===== config.mk =====
export PLATFORM = sky130hd
export DESIGN_NAME = axi_rd_slave
export DESIGN_NICKNAME = d
export VERILOG_FILES = /design/src/design/axi_rd_pkg.sv /design/src/design/burst_addr_gen.sv /design/src/design/rd_slot.sv /design/src/design/id_order.sv /design/src/design/slot_arbiter.sv /design/src/design/axi_rd_slave.sv
export VERILOG_INCLUDE_DIRS = /design/src /design/src/include
export SDC_FILE = /design/constraint.sdc
export NUM_CORES = 2
export LEC_CHECK = 0
export ABC_AREA = 1
export ABC_CLOCK_PERIOD_IN_PS = 5670
export BUFFER_PORTS_ARGS = -buffer_cell sky130_fd_sc_hd__buf_4
export CORE_AREA = 2 2 314 316
export CTS_BUF_LIST = sky130_fd_sc_hd__clkbuf_8 sky130_fd_sc_hd__clkbuf_16
export CTS_CLUSTER_DIAMETER = 60
export DETAILED_ROUTE_END_ITERATION = 10
export DIE_AREA = 0 0 316 318
export PLACE_DENSITY = 0.69
export SYNTH_ARGS = -nofsm -noshare
export SYNTH_HDL_FRONTEND = slang
export SYNTH_SLANG_ARGS = --single-unit
export TNS_END_PERCENT = 10

===== constraint.sdc =====
create_clock -name clk -period 5.67 [get_ports clk]
set_clock_uncertainty 0.15 [all_clocks]
set_input_delay 0.2835 -clock clk [delete_from_list [all_inputs] [get_ports clk]]
set_output_delay 0.2835 -clock clk [all_outputs]
set_load 0.03 [all_outputs]

===== src/include/axi_rd_defs.svh =====
`ifndef AXI_RD_DEFS_SVH
`define AXI_RD_DEFS_SVH

// ------------------------------
// AXI field widths
// ------------------------------
`define AXI_ID_WIDTH    4
`define AXI_ADDR_WIDTH  16
`define AXI_DATA_WIDTH  32
`define AXI_LEN_WIDTH   8
`define AXI_SIZE_WIDTH  3
`define AXI_BURST_WIDTH 2
`define AXI_RESP_WIDTH  2

// ------------------------------
// Slave sizing and fetch model
// ------------------------------
`define AXI_OST_DEPTH   4     // Outstanding request slots
`define AXI_MAX_BURST   8     // Beats per burst, upper bound
`define AXI_FETCH_DLY   24    // Base memory latency in cycles
`define AXI_ERR_ID      15    // Last beat of this ID is SLVERR

// Burst type codes
`define AXI_BURST_FIXED 2'b00
`define AXI_BURST_INCR  2'b01
`define AXI_BURST_WRAP  2'b10

// Response codes
`define AXI_RESP_OKAY   2'b00
`define AXI_RESP_SLVERR 2'b10

`endif


===== src/design/axi_rd_pkg.sv =====
`default_nettype none

`include "axi_rd_defs.svh"

package axi_rd_pkg;

    // ------------------------------
    // Field vectors
    // ------------------------------
    typedef logic [`AXI_ID_WIDTH-1:0]    axi_id_t;
    typedef logic [`AXI_ADDR_WIDTH-1:0]  axi_addr_t;
    typedef logic [`AXI_DATA_WIDTH-1:0]  axi_data_t;
    typedef logic [`AXI_LEN_WIDTH-1:0]   axi_len_t;
    typedef logic [`AXI_SIZE_WIDTH-1:0]  axi_size_t;
    typedef logic [`AXI_BURST_WIDTH-1:0] axi_burst_t;
    typedef logic [`AXI_RESP_WIDTH-1:0]  axi_resp_t;

    // Slot bookkeeping
    typedef logic [$clog2(`AXI_OST_DEPTH)-1:0]   slot_ptr_t;
    typedef logic [`AXI_OST_DEPTH-1:0]           slot_mask_t;
    typedef logic [$clog2(`AXI_MAX_BURST)-1:0]   beat_idx_t;
    typedef logic [$clog2(`AXI_FETCH_DLY+1)-1:0] fetch_cnt_t;

    // ------------------------------
    // Channel payloads
    // ------------------------------
    typedef struct packed {
        axi_id_t    id;
        axi_addr_t  addr;
        axi_len_t   len;
        axi_size_t  size;
        axi_burst_t burst;
    } ar_req_t;

    typedef struct packed {
        axi_id_t   id;
        axi_data_t data;
        axi_resp_t resp;
        logic      last;
    } r_beat_t;

    typedef enum logic [1:0] {
        SLOT_IDLE,
        SLOT_FETCH,   // Beats still being fetched
        SLOT_DRAIN    // All fetched, waiting for the last take
    } slot_state_e;

endpackage

`default_nettype wire


===== src/design/burst_addr_gen.sv =====
`timescale 1ns/1ps
`default_nettype none

`include "axi_rd_defs.svh"

module burst_addr_gen (
    input  axi_rd_pkg::ar_req_t   req,
    input  axi_rd_pkg::beat_idx_t beat,
    output axi_rd_pkg::axi_addr_t addr
);

    axi_rd_pkg::axi_addr_t nbytes;      // Bytes per beat
    axi_rd_pkg::axi_addr_t aligned;     // Start rounded down to beat size
    axi_rd_pkg::axi_addr_t offset;      // Beat index times beat size
    axi_rd_pkg::axi_addr_t incr_addr;
    axi_rd_pkg::axi_addr_t wrap_mask;   // Window size minus one

    // ------------------------------
    // Address terms
    // ------------------------------
    always_comb begin
        nbytes    = axi_rd_pkg::axi_addr_t'(1) << req.size;
        aligned   = req.addr & ~(nbytes - axi_rd_pkg::axi_addr_t'(1));
        offset    = axi_rd_pkg::axi_addr_t'(beat) << req.size;
        incr_addr = aligned + offset;
        // WRAP lengths are 2, 4, 8 or 16 beats, so the window is a power of two
        wrap_mask = ((axi_rd_pkg::axi_addr_t'(req.len) + axi_rd_pkg::axi_addr_t'(1))
                    << req.size) - axi_rd_pkg::axi_addr_t'(1);
    end

    // ------------------------------
    // Burst type select
    // ------------------------------
    always_comb begin
        if (beat == '0) begin
            addr = req.addr;                            // First beat keeps unaligned start
        end else begin
            case (req.burst)
                `AXI_BURST_FIXED: begin
                    addr = req.addr;
                end
                `AXI_BURST_INCR: begin
                    addr = incr_addr;
                end
                `AXI_BURST_WRAP: begin
                    addr = (aligned & ~wrap_mask) | (incr_addr & wrap_mask);  // Stay in window
                end
                default: begin
                    addr = req.addr;                    // Reserved code
                end
            endcase
        end
    end

endmodule

`default_nettype wire


===== src/design/rd_slot.sv =====
`timescale 1ns/1ps
`default_nettype none

`include "axi_rd_defs.svh"

module rd_slot (
    input  logic                  clk,
    input  logic                  rst_n,
    input  logic                  accept,
    input  axi_rd_pkg::ar_req_t   req,
    input  logic                  beat_taken,
    output logic                  busy,
    output axi_rd_pkg::axi_id_t   id,
    output logic                  beat_ready,
    output axi_rd_pkg::r_beat_t   beat
);

    axi_rd_pkg::slot_state_e state;
    axi_rd_pkg::ar_req_t     req_q;        // Captured AR payload
    axi_rd_pkg::fetch_cnt_t  fetch_cnt;
    axi_rd_pkg::fetch_cnt_t  fetch_lim;    // Latency for this ID
    axi_rd_pkg::beat_idx_t   fetch_idx;    // Beat being fetched
    axi_rd_pkg::beat_idx_t   send_idx;     // Beat offered on R
    axi_rd_pkg::beat_idx_t   last_idx;
    axi_rd_pkg::axi_addr_t   beat_addr;
    logic                    fetch_hit;
    logic                    is_last;

    axi_rd_pkg::axi_data_t   buf_data [`AXI_MAX_BURST];
    logic [`AXI_MAX_BURST-1:0] buf_vld;

    burst_addr_gen burst_addr_gen_i (
        .req  (req_q),
        .beat (fetch_idx),
        .addr (beat_addr)
    );

    assign fetch_lim = axi_rd_pkg::fetch_cnt_t'(`AXI_FETCH_DLY)
                     - axi_rd_pkg::fetch_cnt_t'(req_q.id);
    assign fetch_hit = (state == axi_rd_pkg::SLOT_FETCH) && (fetch_cnt == fetch_lim);
    assign last_idx  = axi_rd_pkg::beat_idx_t'(req_q.len);
    assign is_last   = send_idx == last_idx;

    // ------------------------------
    // Slot FSM and fetch timer
    // ------------------------------
    always_ff @(posedge clk or negedge rst_n) begin
        if (!rst_n) begin
            state     <= axi_rd_pkg::SLOT_IDLE;
            fetch_cnt <= '0;
            fetch_idx <= '0;
            buf_vld   <= '0;
        end else begin
            case (state)
                axi_rd_pkg::SLOT_IDLE: begin
                    if (accept) begin
                        state     <= axi_rd_pkg::SLOT_FETCH;
                        fetch_cnt <= axi_rd_pkg::fetch_cnt_t'(1);  // Delay counts from accept
                        fetch_idx <= '0;
                        buf_vld   <= '0;
                    end
                end
                axi_rd_pkg::SLOT_FETCH: begin
                    if (fetch_hit) begin
                        buf_vld[fetch_idx] <= 1'b1;
                        fetch_cnt          <= axi_rd_pkg::fetch_cnt_t'(1);  // Next beat restarts
                        fetch_idx          <= fetch_idx + 1'b1;
                        if (fetch_idx == last_idx) begin
                            state <= axi_rd_pkg::SLOT_DRAIN;
                        end
                    end else begin
                        fetch_cnt <= fetch_cnt + 1'b1;
                    end
                end
                axi_rd_pkg::SLOT_DRAIN: begin
                    if (beat_taken && is_last) begin
                        state <= axi_rd_pkg::SLOT_IDLE;      // Frees on the final take
                    end
                end
                default: begin
                    state <= axi_rd_pkg::SLOT_IDLE;
                end
            endcase
        end
    end

    always_ff @(posedge clk or negedge rst_n) begin
        if (!rst_n) begin
            send_idx <= '0;
        end else if (accept) begin
            send_idx <= '0;
        end else if (beat_taken) begin
            send_idx <= send_idx + 1'b1;
        end
    end

    // ------------------------------
    // Request and beat storage
    // ------------------------------
    always_ff @(posedge clk) begin
        if (accept) begin
            req_q <= req;
        end
    end

    always_ff @(posedge clk) begin
        if (fetch_hit) begin
            // Data word is the ID above the beat address
            buf_data[fetch_idx] <= axi_rd_pkg::axi_data_t'({req_q.id, beat_addr});
        end
    end

    // ------------------------------
    // Outputs
    // ------------------------------
    assign busy       = state != axi_rd_pkg::SLOT_IDLE;
    assign id         = req_q.id;
    assign beat_ready = busy && buf_vld[send_idx];

    always_comb begin
        beat.id   = req_q.id;
        beat.data = buf_data[send_idx];
        beat.last = is_last;
        if (is_last && (req_q.id == axi_rd_pkg::axi_id_t'(`AXI_ERR_ID))) begin
            beat.resp = `AXI_RESP_SLVERR;
        end else begin
            beat.resp = `AXI_RESP_OKAY;
        end
    end

    accept_when_idle: assert property (@(posedge clk) disable iff (!rst_n)
        accept |-> state == axi_rd_pkg::SLOT_IDLE);

    take_when_ready: assert property (@(posedge clk) disable iff (!rst_n)
        beat_taken |-> beat_ready);

endmodule

`default_nettype wire


===== src/design/id_order.sv =====
`timescale 1ns/1ps
`default_nettype none

`include "axi_rd_defs.svh"

module id_order (
    input  logic                   clk,
    input  logic                   rst_n,
    input  axi_rd_pkg::slot_mask_t accept,
    input  axi_rd_pkg::axi_id_t    ar_id,
    input  axi_rd_pkg::slot_mask_t busy,
    input  axi_rd_pkg::axi_id_t    ids [`AXI_OST_DEPTH],
    output axi_rd_pkg::slot_mask_t eligible
);

    axi_rd_pkg::slot_mask_t older [`AXI_OST_DEPTH];   // Row i marks slots ahead of slot i
    axi_rd_pkg::slot_mask_t same_id;                  // Busy slots matching the AR ID

    always_comb begin
        for (int j = 0; j < `AXI_OST_DEPTH; j++) begin
            same_id[j] = busy[j] && (ids[j] == ar_id);
        end
    end

    // ------------------------------
    // Age matrix
    // ------------------------------
    always_ff @(posedge clk or negedge rst_n) begin
        if (!rst_n) begin
            for (int i = 0; i < `AXI_OST_DEPTH; i++) begin
                older[i] <= '0;
            end
        end else begin
            for (int i = 0; i < `AXI_OST_DEPTH; i++) begin
                if (accept[i]) begin
                    older[i] <= same_id;            // Snapshot of pending same-ID work
                end else begin
                    older[i] <= older[i] & busy;    // Drop freed slots before reuse
                end
            end
        end
    end

    always_comb begin
        for (int i = 0; i < `AXI_OST_DEPTH; i++) begin
            eligible[i] = ~|(older[i] & busy);
        end
    end

    // One beat stream per ID may be offered at a time
    for (genvar i = 0; i < `AXI_OST_DEPTH; i++) begin : g_row
        for (genvar j = i + 1; j < `AXI_OST_DEPTH; j++) begin : g_col
            one_per_id: assert property (@(posedge clk) disable iff (!rst_n)
                !(busy[i] && busy[j] && eligible[i] && eligible[j] && (ids[i] == ids[j])));
        end
    end

endmodule

`default_nettype wire


===== src/design/slot_arbiter.sv =====
`timescale 1ns/1ps
`default_nettype none

`include "axi_rd_defs.svh"

module slot_arbiter (
    input  logic                   clk,
    input  logic                   rst_n,
    input  axi_rd_pkg::slot_mask_t request,
    input  logic                   taken,
    output axi_rd_pkg::slot_ptr_t  grant,
    output logic                   grant_valid
);

    axi_rd_pkg::slot_mask_t taken_mask;
    axi_rd_pkg::slot_mask_t req_eff;     // Request without the beat just taken
    axi_rd_pkg::slot_ptr_t  cand;
    axi_rd_pkg::slot_ptr_t  nxt_grant;
    logic                   nxt_valid;

    always_comb begin
        taken_mask = '0;
        if (taken) begin
            taken_mask[grant] = 1'b1;    // Its request still shows the old beat
        end
        req_eff   = request & ~taken_mask;
        nxt_grant = grant;
        nxt_valid = 1'b0;
        cand      = grant;
        if (grant_valid && req_eff[grant]) begin
            nxt_valid = 1'b1;            // Hold under back-pressure
        end else begin
            // Walk down so the nearest slot after grant wins
            for (int k = `AXI_OST_DEPTH; k >= 1; k--) begin
                cand = grant + axi_rd_pkg::slot_ptr_t'(k);
                if (req_eff[cand]) begin
                    nxt_grant = cand;
                    nxt_valid = 1'b1;
                end
            end
        end
    end

    always_ff @(posedge clk or negedge rst_n) begin
        if (!rst_n) begin
            grant       <= '0;
            grant_valid <= 1'b0;
        end else begin
            grant       <= nxt_grant;
            grant_valid <= nxt_valid;
        end
    end

    grant_hold: assert property (@(posedge clk) disable iff (!rst_n)
        grant_valid && !taken |=> grant_valid && $stable(grant));

endmodule

`default_nettype wire


===== src/design/axi_rd_slave.sv =====
`timescale 1ns/1ps
`default_nettype none

`include "axi_rd_defs.svh"

module axi_rd_slave (
    input  logic                clk,
    input  logic                rst_n,
    // Read address channel
    input  axi_rd_pkg::ar_req_t ar,
    input  logic                arvalid,
    output logic                arready,
    // Read data channel
    output axi_rd_pkg::r_beat_t r,
    output logic                rvalid,
    input  logic                rready
);

    axi_rd_pkg::slot_mask_t busy;
    axi_rd_pkg::slot_mask_t beat_ready;
    axi_rd_pkg::slot_mask_t eligible;
    axi_rd_pkg::slot_mask_t accept;
    axi_rd_pkg::slot_mask_t beat_taken;
    axi_rd_pkg::axi_id_t    slot_id   [`AXI_OST_DEPTH];
    axi_rd_pkg::r_beat_t    slot_beat [`AXI_OST_DEPTH];
    axi_rd_pkg::slot_ptr_t  free_ptr;
    axi_rd_pkg::slot_ptr_t  grant;
    logic                   grant_valid;
    logic                   ar_fire;
    logic                   r_fire;

    // ------------------------------
    // Free slot and strobes
    // ------------------------------
    always_comb begin
        free_ptr = '0;
        for (int i = `AXI_OST_DEPTH - 1; i >= 0; i--) begin
            if (!busy[i]) begin
                free_ptr = axi_rd_pkg::slot_ptr_t'(i);   // Lowest free index wins
            end
        end
    end

    assign arready = ~&busy;
    assign ar_fire = arvalid && arready;
    assign r_fire  = rvalid && rready;

    // ------------------------------
    // Slot array
    // ------------------------------
    for (genvar g = 0; g < `AXI_OST_DEPTH; g++) begin : g_slot
        assign accept[g]     = ar_fire && (free_ptr == axi_rd_pkg::slot_ptr_t'(g));
        assign beat_taken[g] = r_fire && (grant == axi_rd_pkg::slot_ptr_t'(g));

        rd_slot rd_slot_i (
            .clk        (clk),
            .rst_n      (rst_n),
            .accept     (accept[g]),
            .req        (ar),
            .beat_taken (beat_taken[g]),
            .busy       (busy[g]),
            .id         (slot_id[g]),
            .beat_ready (beat_ready[g]),
            .beat       (slot_beat[g])
        );
    end

    id_order id_order_i (
        .clk      (clk),
        .rst_n    (rst_n),
        .accept   (accept),
        .ar_id    (ar.id),
        .busy     (busy),
        .ids      (slot_id),
        .eligible (eligible)
    );

    slot_arbiter slot_arbiter_i (
        .clk         (clk),
        .rst_n       (rst_n),
        .request     (beat_ready & eligible),
        .taken       (r_fire),
        .grant       (grant),
        .grant_valid (grant_valid)
    );

    // R channel from the granted slot
    assign r      = slot_beat[grant];
    assign rvalid = grant_valid;

    r_stable: assert property (@(posedge clk) disable iff (!rst_n)
        rvalid && !rready |=> rvalid && $stable(r));

endmodule

`default_nettype wire


==> impl_metrics.csv <==
group,metric,value,unit
cells_and_area,fin_nets,4740,
synth,synth_compound_area_frac,0.119,
worst_setup_path,cp-startpoint,"g_slot[1].rd_slot_i.req_q[2]",
synth,synthCells,4571,
synth,synth_area,45300,sq um
placed_design,dp_hpwl,87.1,mm
clock_tree,numCtsBuffers,90,
clock_tree,path_clk_slew,0.06,ns
synth,synth_seq_cells,875,
drt,via_per_inst,5.79,
power_and_ir_drop,power_frac_seq,0.374,
floorplan,rows,115,
sta,worst_pin_slew,1.43,ns
synth,synth_edf_count,772,
synth,yosys.area_share.xor_xnor,0.0253,
synth,synthArstFlopShare,0.118,
run_status,outcome,"finished, final reports clean",
worst_setup_path,r2r-start,"g_slot[1].rd_slot_i.req_q[2]",
drt,dr.pass1.iters,6,
clock_tree,ctsResizeCount,0,
sta,setup_viol,0,
placed_design,port_buffers,64,
synth,synth.distinct_cells,65,
synth,synth_seq_area_share,0.568,
sta,rsz0062_at_grt,"no",
worst_hold_path,min_path_type,"in2reg",
power_and_ir_drop,clkPwrFrac,0.262,
floorplan,die_y,318,um
sta,fin_crit_sh,0.838,
cells_and_area,drive_above_1_share,0.107,
drt,vias,34600,
synth,ys_warn_count,0,
worst_setup_path,endpoint,"g_slot[1].rd_slot_i.buf_data[7][13]",
power_and_ir_drop,power.internal,13600,uW
worst_setup_path,critPathMaxFanout,22,
drt,drt_wl_total,130,mm
sta,max_freq,0.210,GHz
floorplan,pin_count,78,
worst_setup_path,worstPathRequired,5.91,ns
drt,drc,0,
grt,grt_pass1_wl,195,mm
sta,timing_hold_violations_final,0,
floorplan,start_util,0.465,
worst_setup_path,critPathArrivalTime,4.99,ns
sta,setup_tns,0,ns
cells_and_area,layout_common_cells,"edfxtp_1, nand2_1, nor2_1",
worst_setup_path,cp-end-kind,"flip-flop",
clock_tree,cts_tree,"done",
cells_and_area,area_growth,11.4,%
power_and_ir_drop,leakage,0.0196,uW
grt,grt_max_degree,87,
grt,grt_pass1_vias,32300,
grt,antenna_found_initial,7,
floorplan,core,97400,sq um
worst_setup_path,critical_path_class,"reg2reg",
placed_design,gp_congestion,0.941,
synth,synth_ff_type,"edfxtp_1",
floorplan,die_x,316,um
cells_and_area,final_common_cell,"edfxtp_1",
clock_tree,insertion_delay,0.67,ns
synth,synthMuxAreaShare,0.0148,
clock_tree,cts_sinks,875,
worst_setup_path,start_kind,"flip-flop",
worst_setup_path,r2r_end,"g_slot[1].rd_slot_i.buf_data[7][13]",
power_and_ir_drop,p_sw_frac,0.400,
sta,period_needed,4.75,ns
grt,grt-ovfl-total,0,
power_and_ir_drop,p_sw,9080,uW
synth,synth_adder_area_share,0.0272,
grt,grt_usage,0.256,
power_and_ir_drop,p_comb_frac,0.364,
power_and_ir_drop,peakVddDrop,282,uV
drt,routedWlPerCell,21.8,um
synth,syn_area_per_cell,9.92,sq um
clock_tree,cts_root_buf,"clkbuf_16",
clock_tree,clock_path_buffers,3,
worst_hold_path,hp-start,"arvalid",
drt,drt_iter0_markers,3775,
worst_setup_path,r2r_slack,0.92,ns
power_and_ir_drop,power_density,450,nW/um^2
worst_setup_path,rr_worst_depth,19,
drt,ant_nets,0,
power_and_ir_drop,power,22700,uW
sta,drv_slew,0,
synth,synth_top_family_by_area,"simple AND/OR/NAND/NOR gates",
floorplan,die_area,100000,sq um
sta,maxSlewHeadroom,0.0393,
synth,synth-simple-area-share,0.188,
job,cap_violations,0,
clock_tree,htreeDepth,3,
-- stage by stage --
| stage | std cells | cell area (sq um) | utilization | worst slack [ns] | hold slack [ns] |
|---|---|---|---|---|---|
| floorplan | 4583 | 45400 | - | 1.39 | -0.162 |
| global placement | 5767 | 47100 | 0.484 | 1.14 | 0.320 |
| detailed placement | 5767 | 47100 | 0.484 | 1.08 | 0.325 |
| CTS | 5970 | 50500 | 0.518 | 1.00 | 0.0304 |
| global route | 5971 | 50500 | 0.518 | 0.502 | 0.0890 |
| finish | 5973 | 50500 | 0.518 | 0.919 | 0.0719 |
-- final cells by class --
| class | count | area (sq um) |
|---|---|---|
| fillers | 8412 | 46900 |
| flip-flops and latches | 875 | 25800 |
| multi-input cells | 3051 | 17200 |
| clock buffers | 108 | 2510 |
| well taps | 1287 | 1610 |
| inverters | 425 | 1600 |
| repair buffers | 164 | 1320 |
| clock inverters | 60 | 500 |
| diodes | 3 | 7.51 |
-- worst max-delay path: stages, from the launching register on --
cell	delay (ns)
edfxtp_1	0.84
inv_2	0.31
nand2_1	0.20
ha_1	0.20
inv_1	0.06
nor2_1	0.20
xor2_1	0.09
o21a_1	0.20
ha_1	0.35
nand2_1	0.09
nor3_1	0.13
nand2_1	0.07
nand2_1	0.10
a21boi_0	0.16
o21ai_1	0.35
nand3_1	0.16
xor2_1	0.18
o21ai_0	0.14
inv_1	0.06
a21oi_1	0.43
-- registers in the layout, summed over array words and instances, names as in the netlist --
register                    cells
g_slot.rd_slot_i.id            16
g_slot.rd_slot_i.req_q        104
g_slot.rd_slot_i.buf_data     640
id_order_i.older               16
g_slot.rd_slot_i.fetch_idx     12
g_slot.rd_slot_i.send_idx      12
g_slot.rd_slot_i.buf_vld       32
slot_arbiter_i.grant_valid      1
g_slot.rd_slot_i.last_idx      12
slot_arbiter_i.grant            2
g_slot.rd_slot_i.state          8
g_slot.rd_slot_i.fetch_cnt     20
-- power groups by stage --
stage	clock network (uW)	registers [uW]	logic [uW]
final	5960	8490	8270
after global routing	6270	8550	8970
after CTS	6030	8480	8200
after detailed placement	0	8610	8140
after global placement	0	8600	8010
after floorplan	0	8270	5440
-- cell families after synthesis --
group / after synthesis
multiplexers: 67
XOR/XNOR: 131
AND/OR/NAND/NOR: 1876
AO/OA/AOI/OAI: 868
flip-flops: 875
buffers and inverters: 657
other: 1
adder cells (fa/ha/maj): 96
-- what timing repair did --
item | 4_1_cts | 5_1_grt
hold buffers | 35 | 0
setup buffers | 0 | 0
hold endpoints to repair | 211 | 0
-- synth_stat cells, types with 13 or more instances --
master / number / area share
a21oi_1: 131 / 0.014
a31oi_1: 71 / 0.0098
a32oi_1: 20 / 0.0039
buf_1: 22 / 0.0018
buf_2: 38 / 0.0042
buf_4: 23 / 0.0038
clkbuf_1: 145 / 0.012
dfrtp_1: 103 / 0.057
edfxtp_1: 772 / 0.51
ha_1: 92 / 0.025
inv_1: 391 / 0.032
inv_2: 30 / 0.0025
mux2i_1: 67 / 0.015
nand2_1: 718 / 0.059
nand2_2: 42 / 0.0058
nand2_4: 17 / 0.0042
nand3_1: 349 / 0.039
nand3_2: 43 / 0.0095
nand3b_1: 13 / 0.0022
nand4_1: 30 / 0.0041
nor2_1: 561 / 0.046
nor2_2: 19 / 0.0026
nor2_4: 14 / 0.0035
nor3_1: 31 / 0.0034
o211ai_1: 51 / 0.0084
o21ai_0: 361 / 0.040
o21ai_1: 17 / 0.0019
o221ai_1: 147 / 0.028
xnor2_1: 53 / 0.010
xor2_1: 78 / 0.015
-- worst min path at each step --
stage / end / cells after the start
after floorplan: g_slot[0].rd_slot_i.buf_vld[0] / 0
after global placement: g_slot[2].rd_slot_i.buf_vld[7] / 1
after detailed placement: g_slot[2].rd_slot_i.buf_vld[7] / 1
after CTS: g_slot[2].rd_slot_i.state[0] / 4
after global routing: g_slot[2].rd_slot_i.state[0] / 4
final: g_slot[2].rd_slot_i.state[0] / 4
-- routing by layer --
metal	vias up	part of all wire	GRT usage
met5	-	0	0
met4	0	0.044	0.109
met3	238	0.076	0.0419
met2	1328	0.45	0.396
met1	16800	0.43	0.355
li1	16200	-	-
No activity file was read; power rests on OpenSTA's default activity.
